[config.mk]
export PLATFORM = sky130hd
export DESIGN_NAME = aes_add_round_key
export DESIGN_NICKNAME = d
export VERILOG_FILES = /design/src/aes_pkg.sv /design/src/aes_add_round_key.sv
export SDC_FILE = /design/constraint.sdc
export NUM_CORES = 1
export LEC_CHECK = 0
export BUFFER_PORTS_ARGS = -buffer_cell sky130_fd_sc_hd__buf_2
export CORE_AREA = 4 4 201 203
export CTS_CLUSTER_DIAMETER = 200
export DETAILED_ROUTE_END_ITERATION = 10
export DIE_AREA = 0 0 205 207
export HOLD_SLACK_MARGIN = 0.03
export PLACE_DENSITY = 0.6
export SETUP_SLACK_MARGIN = 0.15
export SYNTH_ARGS = -nofsm -noshare
export SYNTH_HDL_FRONTEND = slang
export SYNTH_SLANG_ARGS = --single-unit
[constraint.sdc]
create_clock -name clk -period 13 [get_ports clk]
set_input_delay 1.95 -clock clk [delete_from_list [all_inputs] [get_ports clk]]
set_output_delay 1.95 -clock clk [all_outputs]
set_load 0.05 [all_outputs]
[src/aes_pkg.sv]
package aes_pkg;

    // AES-128 only, state and key are the same width
    localparam int BLOCK_BITS = 128;

    // index of the last round, the one without MixColumns
    localparam int NUM_ROUNDS = 10;

    // state geometry, 4 rows by 4 columns of bytes
    localparam int NUM_ROWS  = 4;
    localparam int NUM_COLS  = BLOCK_BITS / 32;
    localparam int NUM_BYTES = BLOCK_BITS / 8;

    // round number, 1..10 in use
    typedef logic [3:0] round_t;

    // one 128-bit state word seen two ways
    // bytes view: byte k is row k mod 4, column k div 4
    // cols view: one 32-bit word per column, row 0 in the top byte
    // element 0 is the most significant in both (FIPS-197 order)
    typedef union packed {
        logic [0:NUM_BYTES-1][7:0] bytes;
        logic [0:NUM_COLS-1][31:0] cols;
    } state_t;

    // position of (row, col) inside the bytes view
    function automatic int byte_idx(input int row, input int col);
        return col * NUM_ROWS + row;
    endfunction

endpackage

[src/aes_add_round_key.sv]
`timescale 1ns/1ns

module aes_add_round_key (
    input  logic            clk,
    input  logic            reset,
    input  logic            s2_valid,
    input  aes_pkg::state_t s2_state,
    input  logic            k2_valid,
    input  aes_pkg::state_t k2_key,
    input  logic            out_ready,
    output logic            hold,
    output logic            in_ready,
    output logic            out_valid,
    output aes_pkg::state_t out_state,
    output aes_pkg::state_t out_key
);

    // full output register that nobody takes, so freeze everything
    assign hold = out_valid && !out_ready;

    // source side sees the same stall
    assign in_ready = !hold;

    // both paths advance on hold, so their valid bits line up
    always_ff @(posedge clk)
    begin
        if (!reset)
            out_valid <= 1'b0;
        else if (!hold)
            out_valid <= s2_valid && k2_valid;
    end

    // AddRoundKey, the new key goes out beside the state
    always_ff @(posedge clk)
    begin
        if (!hold)
        begin
            out_state <= s2_state ^ k2_key;
            out_key   <= k2_key;
        end
    end

endmodule

==> results.cfg <==
[status]
run_status = finished clean

[clock_tree]
cts_sinks = 257
cts_max_level = 1
cts_buffer_depth = 3
numCtsBuffers = 29
ctsResizeCount = 0
cts_tree = yes
worstSkewPairLatency_ns = 0.53
cts_root_buffer = clkbuf_16
clk_pin_slew_ns = 0.06
cts_hold_buf = 0
post_cts_buffers = 0

[timing]
min_period_over_period = 0.342
tns_ns = 0
max_slew_margin = 0.310
rsz0062_at_grt = false
period_needed_ns = 4.45
holdWs_ns = 0.555
finalHoldViolations = 0
setup_violations = 0
tightest_slew_ns = 1.04
skew_ns = 0.00517
setup_ws_ns = 8.55
fmax_mhz = 225
slew_violations = 0

[place]
numPortBuffers = 519
place.detailed.hpwl_um = 20400
dp_slack_ns = 8.35
gp_congestion = 0.834

[floorplan]
die_height_um = 207
pin_count = 520
row_count = 72
start_util = 0.231
die-area_um2 = 42400
die_w_um = 205
coreArea_um2 = 38500

[global_route]
grt_max_degree = 83
grt_pass1_wl_um = 36400
grt_antenna_before_repair = 3
grt.total_usage = 0.113
overflow = 0
grt_pass1_vias = 5919

[detailed_routing]
wl_um = 25800
routedWlPerCell_um = 17.4
via_per_inst = 3.76
ant_nets = 0
dr_total_vias = 5574
first_pass_iters = 4
drc = 0
first_iter_violations = 203

[power]
peakVddDrop_mv = 0.0827
p_leak_nw = 5.74
cellPowerDensity_nw_per_um2 = 168

[synth]
ys.warnings.count = 0
synth_seq_area_share = 0.869
ys_types = 8
synthCells = 390
syn-num-nets = 651
yosys_register_bits = 257
synth.avg_cell_area_um2 = 22.7
netlist_area_um2 = 8870

[critical_path]
start_kind = primary input
crit_type = in -> out
cp_max_fo = 3
required_ns = 11.05
crit_arrival_ns = 2.50
critPathCaptureType = output pin

[job]
drv_cap = 0

[finish]
drive_above_1_share = 0.585
fin_nets = 1204
area_growth_syn_to_layout_pct = 46.6
nFillCells = 3797

[hold_path]
hp-class = reg -> reg
per-stage QoR:
step | util | cell area, um2 | total power, mW | cells
final | 0.338 | 13000 | 2.19 | 1483
after global routing | 0.338 | 13000 | 2.28 | 1482
after CTS | 0.338 | 13000 | 2.23 | 1481
after detailed placement | 0.316 | 12100 | 1.47 | 1430
after global placement | 0.316 | 12100 | 1.47 | 1430
after floorplan | - | 8870 | 1.34 | 390
cells by family (layout without fill, tap and decap cells):
kind of cell | count (synthesis) | in the layout | share of synthesized area
flops | 257 | 257 | 0.869
xor+xnor | 128 | 128 | 0.126
simple gates | 3 | 3 | 0.00268
compound gates | 1 | 1 | 0.00127
buf+inv | 1 | 574 | 0.000423
other cells | 0 | 2 | 0
cells in the mapped netlist:
| master | instances | area share |
|---|---|---|
| edfxtp_1 | 256 | 0.87 |
| xor2_1 | 128 | 0.13 |
| a21boi_2 | 1 | 0.0013 |
| inv_1 | 1 | 0.00042 |
| nand2b_4 | 1 | 0.0016 |
| nand2b_1 | 1 | 0.00071 |
| dfxtp_1 | 1 | 0.0023 |
| nand2_1 | 1 | 0.00042 |
critical path, cell delays in order:
cell	delay, ns
buf_2	0.10
nand2b_4	0.14
inv_1	0.05
buf_2	0.25
final timing paths:
| path | startpoint | to | slack [ns] | cells past startpoint |
|---|---|---|---|---|
| setup / recovery | out_ready | hold | 8.55 | 4 |
| hold reg to reg | out_valid$_SDFFE_PN0N_ | out_valid$_SDFFE_PN0N_ | 0.55 | 2 |
| setup reg to reg | out_valid$_SDFFE_PN0N_ | out_state[23]$_DFFE_PN_ | 10.08 | 3 |
| hold / removal | out_valid$_SDFFE_PN0N_ | out_valid$_SDFFE_PN0N_ | 0.55 | 2 |
final cells by class:
class                           instances  area, um2  share of cell area
Clock buffer                           36        752              0.0578
Clock inverter                         15        100             0.00770
Tap cell                              518        648              0.0499
Multi-Input combinational cell        132       1160              0.0895
Sequential cell                       257       7710               0.593
Inverter                                1       3.75            0.000289
Timing Repair Buffer                  522       2620               0.202
Antenna cell                            2       5.00            0.000385
cell usage in the layout (no fill, tap or decap), types with 2 or more instances in the layout:
cell / netlist / final
buf_2: 0 / 519
xor2_1: 128 / 128
nand2b_4: 1 / 2
clkinv_1: 0 / 6
buf_4: 0 / 3
clkbuf_16: 0 / 29
diode_2: 0 / 2
edfxtp_1: 256 / 256
clkbuf_1: 0 / 7
inv_6: 0 / 2
clkinv_2: 0 / 6
state kept, by name, summed over array words and instances, names as in the netlist:
name / cells
out_key: 128
out_state: 128
out_valid: 1
power breakdown:
group          internal (mW)  switching [mW]  leakage [nW]
Combinational         0.0918           0.340          2.63
Sequential             0.997          0.0191          2.69
Clock                  0.427           0.312         0.422
layer usage:
layer,GRT usage,share of wire,vias to the layer above
li1,-,-,2570
met5,0,0.0010,-
met3,0.0405,0.11,63
met4,0.0469,0.036,4
met2,0.202,0.50,320
met1,0.119,0.35,2617
Power figures use the tool's default switching activity.
