$ cat src/aes_pkg.sv
package aes_pkg;

    // AES-128 only, state and key are the same width
    localparam int BLOCK_BITS = 128;

    // index of the last round, the one without MixColumns
    localparam int NUM_ROUNDS = 10;

    // state geometry, 4 rows by 4 columns of bytes
    localparam int NUM_ROWS  = 4;
    localparam int NUM_COLS  = BLOCK_BITS / 32;
    localparam int NUM_BYTES = BLOCK_BITS / 8;

    // round number, 1..10 in use
    typedef logic [3:0] round_t;

    // one 128-bit state word seen two ways
    // bytes view: byte k is row k mod 4, column k div 4
    // cols view: one 32-bit word per column, row 0 in the top byte
    // element 0 is the most significant in both (FIPS-197 order)
    typedef union packed {
        logic [0:NUM_BYTES-1][7:0] bytes;
        logic [0:NUM_COLS-1][31:0] cols;
    } state_t;

    // position of (row, col) inside the bytes view
    function automatic int byte_idx(input int row, input int col);
        return col * NUM_ROWS + row;
    endfunction

endpackage

$ cat src/aes_mix_columns.sv
`timescale 1ns/1ns

module aes_mix_columns (
    input  logic            clk,
    input  logic            reset,
    input  logic            hold,
    input  logic            s1_valid,
    input  aes_pkg::state_t s1_state,
    input  aes_pkg::round_t s1_round,
    output logic            s2_valid,
    output aes_pkg::state_t s2_state
);

    // mixed state, or the bypass in the last round
    aes_pkg::state_t mixed;

    // times 2, top bit out means reduce by 0x1b
    function automatic logic [7:0] xtime(input logic [7:0] a);
        return {a[6:0], 1'b0} ^ (a[7] ? 8'h1b : 8'h00);
    endfunction

    // times 3 is times 2 plus the byte itself
    function automatic logic [7:0] mul3(input logic [7:0] a);
        return xtime(a) ^ a;
    endfunction

    // one column times the circulant 2 3 1 1
    function automatic logic [31:0] mix_col(input logic [31:0] col);
        logic [7:0] a0;
        logic [7:0] a1;
        logic [7:0] a2;
        logic [7:0] a3;
        // row 0 sits in the top byte
        a0 = col[31:24];
        a1 = col[23:16];
        a2 = col[15:8];
        a3 = col[7:0];
        return {
            xtime(a0) ^ mul3(a1) ^ a2 ^ a3,
            a0 ^ xtime(a1) ^ mul3(a2) ^ a3,
            a0 ^ a1 ^ xtime(a2) ^ mul3(a3),
            mul3(a0) ^ a1 ^ a2 ^ xtime(a3)
        };
    endfunction

    always_comb
    begin
        // round 10 has no MixColumns
        if (s1_round == aes_pkg::round_t'(aes_pkg::NUM_ROUNDS))
            mixed = s1_state;
        else
        begin
            for (int c = 0; c < aes_pkg::NUM_COLS; c++)
                mixed.cols[c] = mix_col(s1_state.cols[c]);
        end
    end

    always_ff @(posedge clk)
    begin
        if (!reset)
            s2_valid <= 1'b0;
        else if (!hold)
            s2_valid <= s1_valid;
    end

    // bubbles load too, the valid bit marks them
    always_ff @(posedge clk)
    begin
        if (!hold)
            s2_state <= mixed;
    end

endmodule

$ cat config.mk
export PLATFORM = sky130hd
export DESIGN_NAME = aes_mix_columns
export DESIGN_NICKNAME = d
export VERILOG_FILES = /design/src/aes_pkg.sv /design/src/aes_mix_columns.sv
export SDC_FILE = /design/constraint.sdc
export NUM_CORES = 1
export LEC_CHECK = 0
export BUFFER_PORTS_ARGS = -buffer_cell sky130_fd_sc_hd__buf_2
export CAP_MARGIN = 0
export CORE_MARGIN = 4
export CORE_UTILIZATION = 50
export CTS_CLUSTER_DIAMETER = 120
export DETAILED_ROUTE_END_ITERATION = 12
export HOLD_SLACK_MARGIN = 0.15
export PLACE_DENSITY = 0.85
export SLEW_MARGIN = 30
export SYNTH_ARGS = -nofsm -noshare
export SYNTH_HDL_FRONTEND = slang
export SYNTH_SLANG_ARGS = --single-unit
$ cat constraint.sdc
create_clock -name clk -period 10.4 [get_ports clk]
set_input_delay 2.08 -clock clk [delete_from_list [all_inputs] [get_ports clk]]
set_output_delay 2.08 -clock clk [all_outputs]
set_load 0.05 [all_outputs]
==> summary.md <==
| Metric | Value |
|---|---|
| Post-CTS Setup Bufs | 0 |
| Final Net Count | around 1100 |
| Synthesized area | approximately 10000 um2 |
| Post-synthesis adder-cell area fraction | 0% |
| Post-Synthesis Cells | about 760 |
| Main combinational cell family by area after synthesis | XOR/XNOR gates |
| DP Wirelength | 16.8 mm |
| Io pins | ~270 |
| Synth Area in XOR/XNOR | 48.4% |
| Share of the yosys chip area belonging to registers | approximately 37% |
| Worst path most repeated cell | buf_6 |
| Antenna viol nets, final | 0 |
| Root Buffer | clkbuf_16 |
| Post-synthesis mux area share | less than 1% |
| Critical path type | in2reg |
| Chip width | roughly 150 um |
| Finish-stage setup viols | 0 |
| P_leak | 5.97 nW |
| Clk sinks | roughly 130 |
| Worst path slowest cell | buf_6 |
| DRT iter0 DRCs | about 310 |
| CTS tree | built |
| Final Max Slew Viols | 0 |
| Slew HR | about 43% |
| Post-route clock skew | 0 ns |
| Syn-to-layout area delta | 19.8% |
| CTS H-tree depth | 4 |
| Commonest non-fill, non-tap cell in the layout | buf_2 |
| Post-synthesis compound-gate area fraction | 5.86% |
| Placed cell count | 1228 |
| FP Rows | 52 |
| Period utilisation layout | between 30% and 40% |
| Clock Latency Late Sink | just over 0.4 ns |
| Total chip power | 2.47 mW |
| Slack of the critical path | about 6.3 ns |
| Global placer's final weighted congestion | ~0.83 |
| Remaining Overflow, GRT | 0 |
| Syn nets | 897 |
| Fraction of layout cells with a size suffix above 1 | roughly a third |
| Final min period | approximately 4.1 ns |
| Post-synth top flop | edfxtp_1 |
| Crit path DAT | 4.24 ns |
| Yosys top cell by area | edfxtp_1 |
| Initial Util | between 50 and 60% |
| FF/Latch Area | about 3900 um2 |
| Startpoint Class | primary input |
| Fill cell count | about 1500 |
| Final WL | ~23 mm |
| Die Area | between 20000 and 25000 um2 |
| Dpl cell area | between 10000 and 15000 um2 |
| Largest net degree at the start of global routing | 128 |
| FMAX | about 0.25 GHz |
| RSZ-0062 raised after global routing | no |
| CP Max Fanout | approximately 130 |
| Hold buffer count at cts | 0 |
| Die Height | 152 um |
| Final Core Density | around three fifths |
| TritonCTS buffer count | 17 |
| Clk buf depth | 2 |
| Cts repair resizes | 0 |
| Post-synth EDFFs | roughly 130 |
| Commonest cells after routing, fill and taps aside | 264 x buf_2, 128 x edfxtp_1, 125 x xnor3_1 |
| Yosys warns | 0 |
| Ant. Diodes | 0 |
| Ys async rst share | 0% |
| Core Area | approximately 20000 um2 |
| Max-cap violations | 0 |
| Final Hold Viols | 0 |
| Initial antenna violation count | 0 |
| Area of the multi-input gates | 6220 um2 |
| WL/cell | ~18 um |
| # port buffers | ~260 |
| Top cell type's share of synthesized area | 36.9% |
| Fin cells | 1260 |
| Mean Syn Cell Area | between 10 and 15 um2 |
| Vias/cell | 5.18 |
| Vias in the first global route | approximately 6700 |
| Worst path required time | around 11 ns |
| Status | completed |
| Post-synth cell types | 22 |
| Total number of vias | 6524 |
| VDD IR max | between 0.1 and 0.15 mV |
| Clock Pin Slew Worst Setup and Hold Paths | around 0.060 ns |
| Worst-margin pin slew | 0.851 ns |
| Area contributors post-synth | edfxtp_1 37%, xnor3_1 27%, xor3_1 8.4%, xor2_1 6.5%, xnor2_1 5.3% |
| First-pass GRT wire length | between 30 and 40 mm |
| Worst hold margin | 0.554 ns |
| DRC | 0 |
| Total iterations of the first detailed-routing run | 5 |
| PwrDens | ~200 nW/um2 |
| Post-Synth Simple-Gate Area | 4.55% |
| Crit-path max cell delay | roughly 0.65 ns |
| CP cell instances | buf_2 -> nor4bb_4 -> buf_6 -> buf_6 -> mux2_2 |
| Register bit total from synthesis | 129 |
| CP Capture Type | flip-flop |
| Setup TNS | 0 ns |
| Total track usage | around a fifth |
| Dpl ws | approximately 5.4 ns |
| Post-route cell area | between 10000 and 15000 um2 |
| Worst hold-check path type | reg2reg |
## path summary, 6_finish.rpt
| kind | startpoint | to | slack [ns] | cells after the start |
|---|---|---|---|---|
| worst min-delay path | s2_valid$_SDFFE_PN0N_ | s2_valid$_SDFFE_PN0N_ | 0.55 | 2 |
| worst max register to register | s2_valid$_SDFFE_PN0N_ | s2_valid$_SDFFE_PN0N_ | 9.79 | 2 |
| worst max-delay path | s1_round[0] | s2_state[34]$_DFFE_PN_ | 6.32 | 5 |
| worst min register to register | s2_valid$_SDFFE_PN0N_ | s2_valid$_SDFFE_PN0N_ | 0.55 | 2 |
## power by group
part           total, mW  switching, mW  leakage (nW)  internal (mW)
clock              0.731          0.241         0.341          0.490
combinational      0.990          0.612          4.37          0.378
sequential         0.747         0.0285          1.26          0.718
## kinds of logic (layout without fill, tap and decap cells)
| kind of cell | after synthesis | in the layout |
|---|---|---|
| flip-flops | 129 | 129 |
| AO/OA/AOI/OAI | 122 | 122 |
| buffers and inverters | 71 | 300 |
| XOR/XNOR | 308 | 308 |
| AND/OR/NAND/NOR | 124 | 124 |
| multiplexers | 7 | 7 |
## critical path, delay by kind of cell
kind	cells	cell delay, ns
buf+inv	3	1.36
mux	1	0.41
simple gates	1	0.28
## final cells by class
type | count | area share [%]
well taps | 270 | 2.70
clock inverters | 12 | 2.02
flip-flops and latches | 129 | 30.9
inverters | 1 | 0.0501
multi-input cells | 561 | 49.8
clock buffers | 20 | 3.66
repair buffers | 267 | 10.8
## synth_stat cells (6+ instances only)
cell type    n
o21ai_0    105
xnor2_1     63
mux2_2       6
nand2_1    122
xnor3_1    125
xor3_1      37
buf_4       11
buf_2       27
o21ai_1     17
edfxtp_1   128
clkbuf_1    28
xor2_1      77
## registers in the layout (all words and copies together), names as in the netlist
| signal | flops |
|---|---|
| s2_state | 128 |
| s2_valid | 1 |
## layer usage
metal | up-vias | share of wire [%] | GRT usage [%]
li1 | 3091 | - | -
met2 | 241 | 51 | 33.8
met1 | 3168 | 40 | 25.6
met3 | 24 | 7.3 | 5.23
met4 | 0 | 1.3 | 4.92
met5 | - | 0 | 0
(Power assumes the default switching activity.)
