$ cat config.mk
export PLATFORM = sky130hd
export DESIGN_NAME = aes_key_step
export DESIGN_NICKNAME = d
export VERILOG_FILES = /design/src/aes_pkg.sv /design/src/aes_key_step.sv /design/src/aes_sbox.sv
export SDC_FILE = /design/constraint.sdc
export NUM_CORES = 2
export LEC_CHECK = 0
export CAP_MARGIN = 10
export CORE_ASPECT_RATIO = 1.4
export CORE_MARGIN = 2
export CORE_UTILIZATION = 30
export CTS_CLUSTER_SIZE = 40
export DETAILED_ROUTE_END_ITERATION = 16
export DONT_BUFFER_PORTS = 1
export SYNTH_ARGS = -nofsm -noshare
export SYNTH_HDL_FRONTEND = slang
export SYNTH_SLANG_ARGS = --single-unit
export TNS_END_PERCENT = 1
$ cat constraint.sdc
create_clock -name clk -period 57.3 [get_ports clk]
set_input_delay 5.73 -clock clk [delete_from_list [all_inputs] [get_ports clk]]
set_output_delay 5.73 -clock clk [all_outputs]
set_load 0.02 [all_outputs]
$ cat src/aes_pkg.sv
package aes_pkg;

    // AES-128 only, state and key are the same width
    localparam int BLOCK_BITS = 128;

    // index of the last round, the one without MixColumns
    localparam int NUM_ROUNDS = 10;

    // state geometry, 4 rows by 4 columns of bytes
    localparam int NUM_ROWS  = 4;
    localparam int NUM_COLS  = BLOCK_BITS / 32;
    localparam int NUM_BYTES = BLOCK_BITS / 8;

    // round number, 1..10 in use
    typedef logic [3:0] round_t;

    // one 128-bit state word seen two ways
    // bytes view: byte k is row k mod 4, column k div 4
    // cols view: one 32-bit word per column, row 0 in the top byte
    // element 0 is the most significant in both (FIPS-197 order)
    typedef union packed {
        logic [0:NUM_BYTES-1][7:0] bytes;
        logic [0:NUM_COLS-1][31:0] cols;
    } state_t;

    // position of (row, col) inside the bytes view
    function automatic int byte_idx(input int row, input int col);
        return col * NUM_ROWS + row;
    endfunction

endpackage

$ cat src/aes_key_step.sv
`timescale 1ns/1ns

module aes_key_step (
    input  logic            clk,
    input  logic            reset,
    input  logic            hold,
    input  logic            in_valid,
    input  aes_pkg::state_t in_key,
    input  aes_pkg::round_t in_round,
    output logic            k2_valid,
    output aes_pkg::state_t k2_key
);

    // RotWord of the last key word, a byte left
    logic [31:0] rot_w3;
    // SubWord result, driven slice by slice
    wire  [31:0] sub_word;

    // stage 1 registers
    logic            k1_valid;
    aes_pkg::state_t k1_key;
    logic [31:0]     k1_temp;

    // stage 2 input, the four new words
    aes_pkg::state_t nxt_key;

    // round constant, only the top byte is non-zero
    function automatic logic [7:0] rcon(input aes_pkg::round_t r);
        case (r)
            4'd1:    return 8'h01;
            4'd2:    return 8'h02;
            4'd3:    return 8'h04;
            4'd4:    return 8'h08;
            4'd5:    return 8'h10;
            4'd6:    return 8'h20;
            4'd7:    return 8'h40;
            4'd8:    return 8'h80;
            4'd9:    return 8'h1b;
            4'd10:   return 8'h36;
            default: return 8'h00;
        endcase
    endfunction

    assign rot_w3 = {in_key.cols[3][23:0], in_key.cols[3][31:24]};

    // four S-boxes of its own, not shared with the state path
    genvar j;
    generate
        for (j = 0; j < 4; j++)
        begin : g_sbox
            aes_sbox u_sbox (
                .in_byte  (rot_w3[8*j +: 8]),
                .out_byte (sub_word[8*j +: 8])
            );
        end
    endgenerate

    // XOR chain, each word folds in the one before
    always_comb
    begin
        logic [31:0] w;
        w = k1_temp;
        for (int i = 0; i < aes_pkg::NUM_COLS; i++)
        begin
            w = w ^ k1_key.cols[i];
            nxt_key.cols[i] = w;
        end
    end

    always_ff @(posedge clk)
    begin
        if (!reset)
        begin
            k1_valid <= 1'b0;
            k2_valid <= 1'b0;
        end
        else if (!hold)
        begin
            k1_valid <= in_valid;
            k2_valid <= k1_valid;
        end
    end

    always_ff @(posedge clk)
    begin
        if (!hold)
        begin
            // old key plus the temp word
            k1_key  <= in_key;
            k1_temp <= sub_word ^ {rcon(in_round), 24'h000000};
            k2_key  <= nxt_key;
        end
    end

endmodule

$ cat src/aes_sbox.sv
`timescale 1ns/1ns

module aes_sbox (
    input  logic [7:0] in_byte,
    output logic [7:0] out_byte
);

    // multiply by x, reduce by 0x11b
    function automatic logic [7:0] xtime(input logic [7:0] a);
        return {a[6:0], 1'b0} ^ (a[7] ? 8'h1b : 8'h00);
    endfunction

    // shift-and-add product in GF(2^8)
    function automatic logic [7:0] gf_mul(input logic [7:0] a, input logic [7:0] b);
        logic [7:0] acc;
        logic [7:0] sh;
        acc = 8'h00;
        sh  = a;
        for (int i = 0; i < 8; i++)
        begin
            if (b[i])
                acc = acc ^ sh;
            sh = xtime(sh);
        end
        return acc;
    endfunction

    // inverse as a^254 since a^255 = 1
    // zero falls out as zero with no special case
    function automatic logic [7:0] gf_inv(input logic [7:0] a);
        logic [7:0] a2;
        logic [7:0] a3;
        logic [7:0] a12;
        logic [7:0] a15;
        logic [7:0] a240;
        a2   = gf_mul(a, a);
        a3   = gf_mul(a2, a);
        // a^12 from two squarings of a^3
        a12  = gf_mul(a3, a3);
        a12  = gf_mul(a12, a12);
        a15  = gf_mul(a12, a3);
        // four squarings take a^15 to a^240
        a240 = a15;
        for (int i = 0; i < 4; i++)
            a240 = gf_mul(a240, a240);
        // 240 + 12 + 2 = 254
        return gf_mul(gf_mul(a240, a12), a2);
    endfunction

    // FIPS affine map, b ^ rotations 1..4 ^ 0x63
    function automatic logic [7:0] affine(input logic [7:0] b);
        return b
            ^ {b[6:0], b[7]}
            ^ {b[5:0], b[7:6]}
            ^ {b[4:0], b[7:5]}
            ^ {b[3:0], b[7:4]}
            ^ 8'h63;
    endfunction

    // pure logic, no table
    assign out_byte = affine(gf_inv(in_byte));

endmodule

==> results.py <==
metrics = {
    "timing": {
        "post-route-period-util": 0.476,
        "skew_ps": 25.7,
        "max_slew_margin": 0.236,
        "finalHoldViolCount": 0,
        "tightest_slew_ps": 1140,
        "finalSetupViolations": 0,
        "rsz0062_at_grt": "false",
        "post-route-min-period_ps": 27280,
        "setup_slack_ps": 30020,
        "fin_tns_setup_ps": 0,
        "max_freq_mhz": 36.7,
        "maxSlewViolCount": 0,
    },
    "yosys": {
        "syn_avg_cell_area_sq_um": 8.93,
        "yosysWarnings": 0,
        "syn_nets": 6304,
        "synth.distinct_cells": 141,
        "yosys.area.top_type": "xnor2_1",
        "yosysTopAreaCellShare": 0.175,
        "synth_area_leaders": "xnor2_1, edfxtp_1, xnor3_1",
        "synth_flop_cell": "edfxtp_1",
        "async_reset_ff_frac": 0,
        "yosysSeqAreaShare": 0.158,
        "synth_edf_count": 288,
        "syn_inst": 6136,
        "synth_seq_cells": 290,
        "syn_area_sq_mm": 0.0548,
    },
    "global_route": {
        "grt-ovfl-total": 0,
        "grt_pass1_wl_um": 245000,
        "grt_pass1_vias": 42348,
        "grt_usage": 0.165,
        "antenna_found_initial": 16,
        "grt_start_max_net_pins": 102,
    },
    "critical_path": {
        "crit_fanout": 19,
        "cp.arrival_ps": 27620,
        "crit_family": "XOR/XNOR gates",
        "path_buf_inv": 7,
        "timing.critical_path.mode_cell": "xnor2_1",
        "max_stage_delay_ps": 850,
        "worst_path_max_delay_cell": "xnor2_1",
        "worstSetupPathType": "in -> reg",
        "crit_path_end_kind": "flip-flop",
        "required_ps": 57650,
        "cp-start-kind": "input pin",
    },
    "cts": {
        "ctsRootBufferMaster": "clkbuf_16",
        "postCtsSetupBuffers": 0,
        "path_clk_slew_ps": 60,
        "cts_tree": "done",
        "clock_latency_ps": 610,
        "cts.sinks": 290,
        "h-tree-depth": 2,
        "hold_buffers": 0,
        "clockBufferDepth": 3,
        "cts_buffers": 39,
        "post_cts_resized": 0,
    },
    "floorplanning": {
        "core_sq_mm": 0.181,
        "die_x_um": 365,
        "num_rows": 185,
        "initial_core_util": 0.302,
        "pin_count": 265,
        "die-area_sq_mm": 0.186,
        "fp.dieH_um": 510,
    },
    "job": {
        "maxCapViolCount": 0,
    },
    "route": {
        "vias": 43697,
        "postRouteAntennaNets": 0,
        "drt_wl_total_um": 160000,
        "vias_per_cell": 5.20,
        "wl_per_cell_um": 19.1,
        "drc": 0,
        "firstDrtPassIters": 5,
        "drt_iter0_markers": 3214,
    },
    "outcome": {
        "status": "finished, final reports clean",
    },
    "placed_design": {
        "port_buffers": 0,
        "gp_congestion": 0.926,
        "dp_worst_setup_slack_ps": 29550,
        "hpwl_um": 121000,
        "dp_cells": 8326,
    },
    "cells_and_area": {
        "fill_cells": 18937,
        "final_cells": 8402,
        "nets": 6104,
        "regArea_sq_mm": 0.00869,
        "layout_common_cells": "xnor2_1, nor2_1, nand2_1, xor2_1, edfxtp_1",
        "final_common_cell": "xnor2_1",
        "multi_input_area_sq_mm": 0.0436,
        "drive_above_1_share": 0.0967,
        "area_growth_pct": 6.26,
        "fin_util": 0.321,
    },
    "worst_hold_path": {
        "hp-class": "reg -> reg",
    },
}
stage by stage:
| step | area, sq um | hold slack [ps] |
|---|---|---|
| final | 58200 | 512 |
| after global routing | 58200 | 552 |
| after CTS | 58200 | 521 |
| after detailed placement | 56900 | 511 |
| after global placement | 56900 | 498 |
| after floorplan | 54800 | 482 |
flip-flops by register name, summed over array words and instances, names as in the netlist:
register,flops
k1_valid,1
k1_key,128
k2_valid,1
k2_key,128
k1_temp,32
cell families (layout without fill, tap and decap cells):
kind of cell,count (synthesis),count (layout),synth area share
other,0,4,0
and+or+nand+nor,1970,1970,0.165
DFF,290,290,0.158
buffers and inverters,528,359,0.0488
muxes,223,223,0.0423
xor gates and xnor gates,2055,2055,0.446
adders and majority gates,32,32,0.00730
AOI/OAI and AO/OA,1038,1038,0.132
metal layers:
| metal | wire length (um) | GRT usage | vias to the layer above |
|---|---|---|---|
| met3 | 11700 | 0.0363 | 329 |
| li1 | - | - | 20874 |
| met2 | 75700 | 0.278 | 1369 |
| met4 | 5060 | 0.0553 | 30 |
| met1 | 67700 | 0.207 | 21095 |
| met5 | 197 | 0 | - |
worst paths after layout:
path	from	to	slack [ps]	cells after the start
worst min register to register	k1_valid	k2_valid	510	2
worst min-delay path	k1_valid	k2_valid	510	2
worst max-delay path	in_key[16]	k1_temp[30]	30020	66
worst max register to register	k1_temp[31]	k2_key[31]	54730	4
cell usage after synthesis, types with 17 or more instances:
| cell | n |
|---|---|
| and2_1 | 49 |
| o21ai_1 | 22 |
| a211oi_1 | 30 |
| a221oi_1 | 26 |
| a211o_1 | 17 |
| nor3b_1 | 23 |
| xnor2_2 | 97 |
| o22ai_1 | 53 |
| o211ai_1 | 55 |
| a32oi_1 | 17 |
| xnor3_1 | 265 |
| o221ai_1 | 17 |
| inv_1 | 125 |
| nand4_1 | 29 |
| nand2_1 | 605 |
| a21o_1 | 28 |
| xor3_1 | 45 |
| buf_4 | 28 |
| buf_2 | 122 |
| o21ai_0 | 196 |
| ha_1 | 32 |
| mux2_2 | 39 |
| or3_1 | 42 |
| xnor2_1 | 1095 |
| nor2_1 | 682 |
| nand2b_1 | 49 |
| nand3b_1 | 21 |
| and3_1 | 38 |
| a21oi_1 | 230 |
| nor2b_1 | 64 |
| nand3_1 | 113 |
| clkbuf_8 | 30 |
| xor2_2 | 30 |
| nor3_1 | 138 |
| xor2_1 | 453 |
| clkbuf_1 | 160 |
| edfxtp_1 | 288 |
| a22oi_1 | 55 |
| a31oi_1 | 34 |
| mux2i_1 | 177 |
| o31ai_1 | 19 |
| xnor3_2 | 32 |
| buf_1 | 17 |
worst register-to-register path: stages (launching register included):
cell and delay, ps:
edfxtp_1 480, xor2_1 620, xnor2_1 460, xnor2_1 620, xor2_1 130
layout make-up:
| type | count | share of cell area |
|---|---|---|
| multi-input cells | 5318 | 0.748 |
| flip-flops and latches | 290 | 0.149 |
| well taps | 2431 | 0.0522 |
| clock buffers | 45 | 0.0184 |
| repair buffers | 132 | 0.0170 |
| inverters | 155 | 0.0104 |
| clock inverters | 27 | 0.00490 |
| diodes | 4 | 0.000172 |
Power is left out: the tool's default activity adds up to more than one toggle a clock period on the data nets, which glitch-free logic cannot reach.
